**config.mk**
```make
export PLATFORM = sky130hd
export DESIGN_NAME = rx_pcs_top
export DESIGN_NICKNAME = d
export VERILOG_FILES = /design/src/hw/rx_pcs_pkg.sv /design/src/hw/rx_pcs_top.sv /design/src/hw/status_regs.sv /design/src/hw/ber_monitor.sv /design/src/hw/block_lock.sv
export SDC_FILE = /design/constraint.sdc
export NUM_CORES = 2
export LEC_CHECK = 0
export BUFFER_PORTS_ARGS = -buffer_cell sky130_fd_sc_hd__buf_2
export CORE_MARGIN = 1.5
export CORE_UTILIZATION = 35
export CTS_CLUSTER_DIAMETER = 50
export DETAILED_ROUTE_END_ITERATION = 10
export PLACE_DENSITY_LB_ADDON = 0.25
export SLEW_MARGIN = 20
export SYNTH_ARGS = -nofsm -noshare
export SYNTH_HDL_FRONTEND = slang
export SYNTH_SLANG_ARGS = --single-unit
```
**constraint.sdc**
```tcl
create_clock -name i_clock -period 4.35 [get_ports i_clock]
set_clock_uncertainty 0.1 [all_clocks]
set_input_delay 0.2175 -clock i_clock [delete_from_list [all_inputs] [get_ports i_clock]]
set_output_delay 0.2175 -clock i_clock [all_outputs]
set_load 0.02 [all_outputs]
```
**src/hw/rx_pcs_pkg.sv**
```systemverilog
// rx pcs package with widths, limits, block type, lock config and lane status types
package rx_pcs_pkg;

    localparam int N_LANES           = 4;
    localparam int NB_BLOCK          = 66;
    localparam int NB_SH             = 2;
    localparam int NB_OFFSET         = 7;   // slip offset 0..65
    localparam int NB_WINDOW_CNT     = 10;
    localparam int NB_INV_SH         = 8;
    localparam int NB_LOSS_CNT       = 8;

    // sync header codes at the low end of the block
    localparam logic [NB_SH-1:0] SH_DATA = 2'b01;
    localparam logic [NB_SH-1:0] SH_CTRL = 2'b10;

    // ber monitor window
    localparam int BER_WINDOW_BLOCKS = 256;
    localparam int HI_BER_LIMIT      = 16;
    localparam int NB_BER_WINDOW     = $clog2(BER_WINDOW_BLOCKS);
    localparam int NB_BER_INV        = $clog2(HI_BER_LIMIT + 1);

    typedef logic [NB_BLOCK-1:0] block_t;

    typedef enum logic [1:0] {
        st_hunt,
        st_test,
        st_locked
    } lock_state_e;

    typedef struct packed {
        logic [NB_WINDOW_CNT-1:0] unlocked_timer_limit;
        logic [NB_WINDOW_CNT-1:0] locked_timer_limit;
        logic [NB_INV_SH-1:0]     sh_invalid_limit;
    } lock_cfg_t;

    typedef struct packed {
        logic                   lock_lost;     // sticky until read
        logic                   hi_ber_seen;   // sticky until read
        logic [NB_LOSS_CNT-1:0] loss_count;    // saturating
    } lane_status_t;

endpackage
```
**src/hw/rx_pcs_top.sv**
```systemverilog
// rx pcs top with per-lane block lock and ber monitor and shared status registers
`timescale 1ns/1ps

module rx_pcs_top
(
    input  logic                                                 i_clock,
    input  logic                                                 i_reset,
    input  logic                                                 i_enable,
    input  logic                                                 i_signal_ok,
    input  logic                                                 i_valid,
    input  rx_pcs_pkg::block_t [rx_pcs_pkg::N_LANES-1:0]         i_data,
    input  rx_pcs_pkg::lock_cfg_t                                i_cfg,
    input  logic                                                 i_read_status,
    output rx_pcs_pkg::block_t [rx_pcs_pkg::N_LANES-1:0]         o_data,
    output logic [rx_pcs_pkg::N_LANES-1:0]                       o_valid,
    output logic [rx_pcs_pkg::N_LANES-1:0]                       o_block_lock,
    output logic [rx_pcs_pkg::N_LANES-1:0]                       o_hi_ber,
    output rx_pcs_pkg::lane_status_t [rx_pcs_pkg::N_LANES-1:0]   o_status
);

    logic [rx_pcs_pkg::N_LANES-1:0] lane_locked;
    logic [rx_pcs_pkg::N_LANES-1:0] sh_check;
    logic [rx_pcs_pkg::N_LANES-1:0] sh_invalid;
    logic [rx_pcs_pkg::N_LANES-1:0] hi_ber;

    for (genvar l = 0; l < rx_pcs_pkg::N_LANES; l++)
    begin : g_lane
        block_lock u_block_lock
        (
            .i_clock      (i_clock),
            .i_reset      (i_reset),
            .i_enable     (i_enable),
            .i_signal_ok  (i_signal_ok),
            .i_valid      (i_valid),
            .i_data       (i_data[l]),
            .i_cfg        (i_cfg),
            .o_data       (o_data[l]),
            .o_valid      (o_valid[l]),
            .o_locked     (lane_locked[l]),
            .o_sh_check   (sh_check[l]),
            .o_sh_invalid (sh_invalid[l])
        );

        ber_monitor u_ber_monitor
        (
            .i_clock      (i_clock),
            .i_reset      (i_reset),
            .i_locked     (lane_locked[l]),
            .i_sh_check   (sh_check[l]),
            .i_sh_invalid (sh_invalid[l]),
            .o_hi_ber     (hi_ber[l])
        );
    end

    status_regs u_status_regs
    (
        .i_clock       (i_clock),
        .i_reset       (i_reset),
        .i_read_status (i_read_status),
        .i_locked      (lane_locked),
        .i_hi_ber      (hi_ber),
        .o_status      (o_status)
    );

    assign o_block_lock = lane_locked;   // live levels
    assign o_hi_ber     = hi_ber;

endmodule

```
**src/hw/status_regs.sv**
```systemverilog
// status registers with read edge detect and clear-on-read sticky lane status
`timescale 1ns/1ps

module status_regs
(
    input  logic                                                 i_clock,
    input  logic                                                 i_reset,
    input  logic                                                 i_read_status,
    input  logic [rx_pcs_pkg::N_LANES-1:0]                       i_locked,
    input  logic [rx_pcs_pkg::N_LANES-1:0]                       i_hi_ber,
    output rx_pcs_pkg::lane_status_t [rx_pcs_pkg::N_LANES-1:0]   o_status
);

    logic                                               read_d;
    logic                                               read_rise;
    logic [rx_pcs_pkg::N_LANES-1:0]                     locked_d;
    logic [rx_pcs_pkg::N_LANES-1:0]                     lock_fall;
    rx_pcs_pkg::lane_status_t [rx_pcs_pkg::N_LANES-1:0] status_next;

    assign read_rise = i_read_status & ~read_d;
    assign lock_fall = locked_d & ~i_locked;

    always_comb
    begin
        for (int l = 0; l < rx_pcs_pkg::N_LANES; l++)
        begin
            status_next[l] = read_rise ? '0 : o_status[l];
            // an event on the read edge still lands
            if (lock_fall[l])
            begin
                status_next[l].lock_lost = 1'b1;
                if (status_next[l].loss_count != '1)
                    status_next[l].loss_count = status_next[l].loss_count + 1'b1;
            end
            if (i_hi_ber[l])
                status_next[l].hi_ber_seen = 1'b1;
        end
    end

    always_ff @(posedge i_clock)
    begin
        if (i_reset)
        begin
            read_d   <= 1'b0;
            locked_d <= '0;
            o_status <= '0;
        end
        else
        begin
            read_d   <= i_read_status;
            locked_d <= i_locked;
            o_status <= status_next;
        end
    end

    for (genvar l = 0; l < rx_pcs_pkg::N_LANES; l++)
    begin : g_lane_check
        a_loss_no_wrap: assert property (@(posedge i_clock) disable iff (i_reset)
            (o_status[l].loss_count == '1 && !read_rise) |=> o_status[l].loss_count == '1);
    end

endmodule

```
**src/hw/ber_monitor.sv**
```systemverilog
// ber monitor that counts invalid sync headers per window and raises hi-BER for one lane
`timescale 1ns/1ps

module ber_monitor
(
    input  logic i_clock,
    input  logic i_reset,
    input  logic i_locked,
    input  logic i_sh_check,
    input  logic i_sh_invalid,
    output logic o_hi_ber
);

    logic [rx_pcs_pkg::NB_BER_WINDOW-1:0] blk_cnt;
    logic [rx_pcs_pkg::NB_BER_INV-1:0]    inv_cnt;
    logic [rx_pcs_pkg::NB_BER_INV-1:0]    inv_cnt_next;
    logic                                 window_end;

    assign window_end = (blk_cnt == rx_pcs_pkg::BER_WINDOW_BLOCKS - 1);

    // saturates at the limit
    assign inv_cnt_next = (i_sh_invalid && inv_cnt != rx_pcs_pkg::HI_BER_LIMIT) ?
                          inv_cnt + 1'b1 : inv_cnt;

    always_ff @(posedge i_clock)
    begin
        if (i_reset || !i_locked)
        begin
            blk_cnt  <= '0;
            inv_cnt  <= '0;
            o_hi_ber <= 1'b0;
        end
        else if (i_sh_check)
        begin
            if (window_end)
            begin
                blk_cnt  <= '0;
                inv_cnt  <= '0;
                o_hi_ber <= (inv_cnt_next >= rx_pcs_pkg::HI_BER_LIMIT);
            end
            else
            begin
                blk_cnt <= blk_cnt + 1'b1;
                inv_cnt <= inv_cnt_next;
            end
        end
    end

    a_no_hi_ber_unlocked: assert property (@(posedge i_clock) disable iff (i_reset)
        !i_locked |=> !o_hi_ber);

endmodule

```
**src/hw/block_lock.sv**
```systemverilog
// block lock with bit-slip aligner and sync-header lock FSM for one lane
`timescale 1ns/1ps

module block_lock
(
    input  logic                  i_clock,
    input  logic                  i_reset,
    input  logic                  i_enable,
    input  logic                  i_signal_ok,
    input  logic                  i_valid,
    input  rx_pcs_pkg::block_t    i_data,
    input  rx_pcs_pkg::lock_cfg_t i_cfg,
    output rx_pcs_pkg::block_t    o_data,
    output logic                  o_valid,
    output logic                  o_locked,
    output logic                  o_sh_check,
    output logic                  o_sh_invalid
);

    rx_pcs_pkg::block_t                   data_prev;
    logic [2*rx_pcs_pkg::NB_BLOCK-1:0]    data_pair;
    rx_pcs_pkg::block_t                   window;
    logic [rx_pcs_pkg::NB_SH-1:0]         sh;
    logic                                 sh_valid;
    logic                                 run;
    rx_pcs_pkg::lock_state_e              state;
    logic [rx_pcs_pkg::NB_OFFSET-1:0]     offset;
    logic [rx_pcs_pkg::NB_OFFSET-1:0]     offset_slip;
    logic [rx_pcs_pkg::NB_WINDOW_CNT-1:0] sh_cnt;
    logic [rx_pcs_pkg::NB_WINDOW_CNT-1:0] sh_cnt_next;
    logic [rx_pcs_pkg::NB_INV_SH-1:0]     inv_cnt;
    logic [rx_pcs_pkg::NB_INV_SH-1:0]     inv_cnt_next;

    // older word in the low half since bit 0 arrives first
    assign data_pair = {i_data, data_prev};
    assign window    = data_pair[offset +: rx_pcs_pkg::NB_BLOCK];
    assign sh        = window[rx_pcs_pkg::NB_SH-1:0];
    assign sh_valid  = (sh == rx_pcs_pkg::SH_DATA) || (sh == rx_pcs_pkg::SH_CTRL);
    assign run       = i_enable & i_signal_ok;

    assign offset_slip  = (offset == rx_pcs_pkg::NB_BLOCK - 1) ? '0 : offset + 1'b1;
    assign sh_cnt_next  = sh_cnt + 1'b1;
    assign inv_cnt_next = sh_valid ? inv_cnt : inv_cnt + 1'b1;

    assign o_locked = (state == rx_pcs_pkg::st_locked);

    always_ff @(posedge i_clock)
    begin
        if (i_reset)
        begin
            data_prev <= '0;
            o_data    <= '0;
        end
        else if (i_valid)
        begin
            data_prev <= i_data;
            o_data    <= window;
        end
    end

    always_ff @(posedge i_clock)
    begin
        if (i_reset)
        begin
            o_valid      <= 1'b0;
            o_sh_check   <= 1'b0;
            o_sh_invalid <= 1'b0;
        end
        else
        begin
            o_valid      <= i_valid;
            o_sh_check   <= i_valid & run;
            o_sh_invalid <= i_valid & run & ~sh_valid;
        end
    end

    always_ff @(posedge i_clock)
    begin
        if (i_reset)
        begin
            state   <= rx_pcs_pkg::st_hunt;
            offset  <= '0;
            sh_cnt  <= '0;
            inv_cnt <= '0;
        end
        else if (!run)
        begin
            state   <= rx_pcs_pkg::st_hunt;   // offset kept for a quick relock
            sh_cnt  <= '0;
            inv_cnt <= '0;
        end
        else if (i_valid)
        begin
            case (state)
                rx_pcs_pkg::st_hunt, rx_pcs_pkg::st_test:
                begin
                    if (!sh_valid)
                    begin
                        state  <= rx_pcs_pkg::st_hunt;
                        sh_cnt <= '0;
                        offset <= offset_slip;
                    end
                    else if (sh_cnt_next == i_cfg.unlocked_timer_limit)
                    begin
                        state   <= rx_pcs_pkg::st_locked;
                        sh_cnt  <= '0;
                        inv_cnt <= '0;
                    end
                    else
                    begin
                        state  <= rx_pcs_pkg::st_test;
                        sh_cnt <= sh_cnt_next;
                    end
                end
                rx_pcs_pkg::st_locked:
                begin
                    if (!sh_valid && inv_cnt_next == i_cfg.sh_invalid_limit)
                    begin
                        state   <= rx_pcs_pkg::st_hunt;
                        sh_cnt  <= '0;
                        inv_cnt <= '0;
                        offset  <= offset_slip;
                    end
                    else if (sh_cnt_next == i_cfg.locked_timer_limit)
                    begin
                        sh_cnt  <= '0;   // window end
                        inv_cnt <= '0;
                    end
                    else
                    begin
                        sh_cnt  <= sh_cnt_next;
                        inv_cnt <= inv_cnt_next;
                    end
                end
                default: state <= rx_pcs_pkg::st_hunt;
            endcase
        end
    end

    a_offset_range: assert property (@(posedge i_clock) disable iff (i_reset)
        offset < rx_pcs_pkg::NB_BLOCK);

    a_valid_follows: assert property (@(posedge i_clock) disable iff (i_reset)
        !i_valid |=> !o_valid);

endmodule

```
==> results.ini <==
[run_status]
outcome=finished clean

[power_and_ir_drop]
peakVddDrop_v=0.000295
power_density_nw_per_um2=291
p_leak_nw=33.4

[logic_synthesis]
syn-cell-area_um2=69300
postSynthRegisterBits=743
avgSynthCellArea_um2=8.91
synthDistinctLibCells=104
syn_nets=8107
synthFlopType=dfxtp_1
synth_edf_count=0
yosysSeqAreaShare_pct=21.5
async_flop_share_pct=0
synthesis.instances=7777
yosysWarnings=0

[setup_path]
critPathCapture=g_lane[3].u_block_lock.offset[2]
startpoint_type=flip-flop
slowest_delay_ps=760
r2r-start=g_lane[3].u_block_lock.offset[0]
r2r_cells=11
setup.worst_path.end_class=flip-flop
cp_cell_sequence=buf_12, mux4_2, mux4_2, mux2_2, o2bb2ai_1, o21ba_1, buf_4, buf_4, o211ai_1, or3_1, a21oi_1
cp.required_ps=4860
slowest_stage=o211ai_1
r2r-end=g_lane[3].u_block_lock.offset[2]
crit_type=flip-flop to flip-flop
cp-startpoint=g_lane[3].u_block_lock.offset[0]
worst-path-max-fanout=27
r2r_slack_ps=160
crit_arrival_ps=4700

[clocking]
clkLatencyLatePin_ps=810
clk_pin_slew_ps=60
h-tree-depth=4
cts_tree=built
cts_max_path_buffers=3
cts-root-buf=clkbuf_16
cts_sinks=743
cts_buffers=130

[floorplan]
io_pins=614
fp.coreArea_um2=197000
chipWidth_um=448
die-area_um2=201000
start_util_pct=35.2
rows=163
die_h_um=448

[global_route]
grt_antenna_before_repair=12
first_global_vias=64075
grt_overflow=0
gr-usage-all-layers_pct=31.0
grt_pass1_wl_um=462000
grt_max_degree=141

[sta]
report.final.slew_viol_count=0
fmax_ghz=0.239
relSlewSlack_pct=24.6
rsz0062_at_grt=false
tns_ps=0
final_hold_viol_count=0
tightest_slew_ps=1130
post-route-min-period_ps=4190
setup-violations-final=0
post-route-period-util_pct=96.3

[finish]
layout_commonest_cell=nor2_1
register_area_um2=15000
fin_area_um2=82700
areaGrowthSynthToFinish_pct=19.3
n_fill_cell=19521
final_net_count=8682
multiInputGateArea_um2=51000
layout-drive-gt1-share_pct=26.5
final_cell_mix=nor2_1 (1,206), nand2_1 (985), mux2i_1 (864)

[place]
placed_area_um2=75100
hpwl_um=248000
port_buffers=613
place.gp.congestion=1.03

[detailed_routing]
via_count=69233
wl_per_cell_um=29.1
drt-vias-per-instance=6.24
first_pass_iters=7
ant_nets=0
drt_iter0_drc=8890
wirelength_um=323000
drc_errors=0

[min_path]
hp-class=input pin to flip-flop

[run]
cap_violations=0

-- repair_timing --
action,CTS,global route
gates resized for setup,0,4
hold buffers,292,0
endpoints found under the hold margin,348,0
setup buffers,0,1
setup endpoints to repair,0,17
-- flip-flops by register name, indices dropped and copies added (netlist names), 4 cells and up --
register / flops
g_lane.u_block_lock.data_prev: 264
g_lane.u_block_lock.o_data: 264
g_lane.u_block_lock.sh_cnt: 40
u_status_regs.o_status: 40
g_lane.u_ber_monitor.blk_cnt: 32
g_lane.u_block_lock.inv_cnt: 32
g_lane.u_block_lock.offset: 28
g_lane.u_ber_monitor.inv_cnt: 20
g_lane.u_block_lock.state: 8
g_lane.u_ber_monitor.o_hi_ber: 4
g_lane.u_block_lock.o_sh_invalid: 4
u_status_regs.locked_d: 4
-- metal layers --
metal | global-route usage (%) | part of all wire [%] | vias up
met3 | 6.79 | 10 | 701
met2 | 46.3 | 43 | 4084
met4 | 18.1 | 6.7 | 6
met1 | 41.2 | 40 | 34288
li1 | - | - | 30154
met5 | 0 | 0.013 | -
-- per-stage QoR --
step                      utilization, %  total power [mW]  setup WS, ps  hold slack (ps)  instances
after floorplan                        -              10.7           742              246       7777
final                               42.0              24.0           160              153      11102
after global placement              38.1              12.8          47.9              348      10567
after global routing                42.0              24.8          41.2              140      11100
after detailed placement            38.1              12.8          61.8              353      10567
after CTS                           41.9              24.1          44.3             75.5      11095
-- layout make-up --
cell class | instances | share of cell area (%)
inverters | 83 | 0.410
clock buffers | 158 | 4.35
well taps | 2640 | 3.99
multi-input cells | 6219 | 61.7
flip-flops and latches | 743 | 18.1
repair buffers | 1175 | 10.2
diodes | 6 | 0.0182
clock inverters | 78 | 1.26
-- how the worst min path moves through the flow --
stage	from	end	slack [ps]	cells past startpoint
2_1_floorplan	i_read_status	u_status_regs.read_d	250	1
3_3_place_gp	u_status_regs.o_status[9]	u_status_regs.o_status[9]	350	2
3_5_place_dp	u_status_regs.o_status[9]	u_status_regs.o_status[9]	350	2
4_1_cts	i_cfg[22]	g_lane[2].u_block_lock.state[1]	80	7
5_1_grt	i_cfg[17]	g_lane[0].u_block_lock.inv_cnt[7]	140	6
6_report	i_read_status	u_status_regs.read_d	150	3
-- report_power, final --
part / switching [mW] / internal (mW) / leakage (nW) / total [mW]
clock: 4.07 / 6.94 / 2.27 / 11.0
sequential: 0.388 / 7.12 / 6.11 / 7.51
combinational: 3.30 / 2.23 / 25.0 / 5.53
-- cell families (layout without fill, tap and decap cells) --
logic type      count (synthesis)  after routing  share of synthesized area [%]
mux                          1882           1882                           40.7
buf+inv                       815           1494                           4.95
fa+ha+maj                      32             32                          0.578
other cells                     0              6                              0
compound gates               1248           1248                           12.0
flops                         743            743                           21.5
xor+xnor                      221            221                           2.99
simple gates                 2836           2836                           17.3
-- cell usage after synthesis, drive strengths merged (32+ instances only) --
cell type | number | area, µm²
nor2 | 1208 | 4530
nand2 | 985 | 3700
mux2i | 864 | 8650
dfxtp | 743 | 14900
mux4 | 720 | 16200
clkbuf | 426 | 1600
o21ai | 343 | 1720
buf | 306 | 1520
mux2 | 298 | 3360
a21oi | 244 | 1230
nor3 | 207 | 1050
a211oi | 198 | 1490
xnor2 | 132 | 1170
nand3 | 101 | 510
xor2 | 81 | 717
inv | 79 | 297
a31oi | 67 | 432
nand4 | 58 | 363
o221ai | 57 | 517
o211ai | 56 | 439
and3 | 49 | 307
and2 | 42 | 263
nand2b | 35 | 219
ha | 32 | 400
-- worst max-delay path, delay by kind of cell (launching register included) --
kind / cells / cell delay [ps]
multiplexers: 3 / 1470
AO/OA/AOI/OAI: 4 / 1250
buffers and inverters: 3 / 580
AND/OR/NAND/NOR: 1 / 210
flip-flops: 1 / 360
No activity file was read; power rests on OpenSTA's default activity.
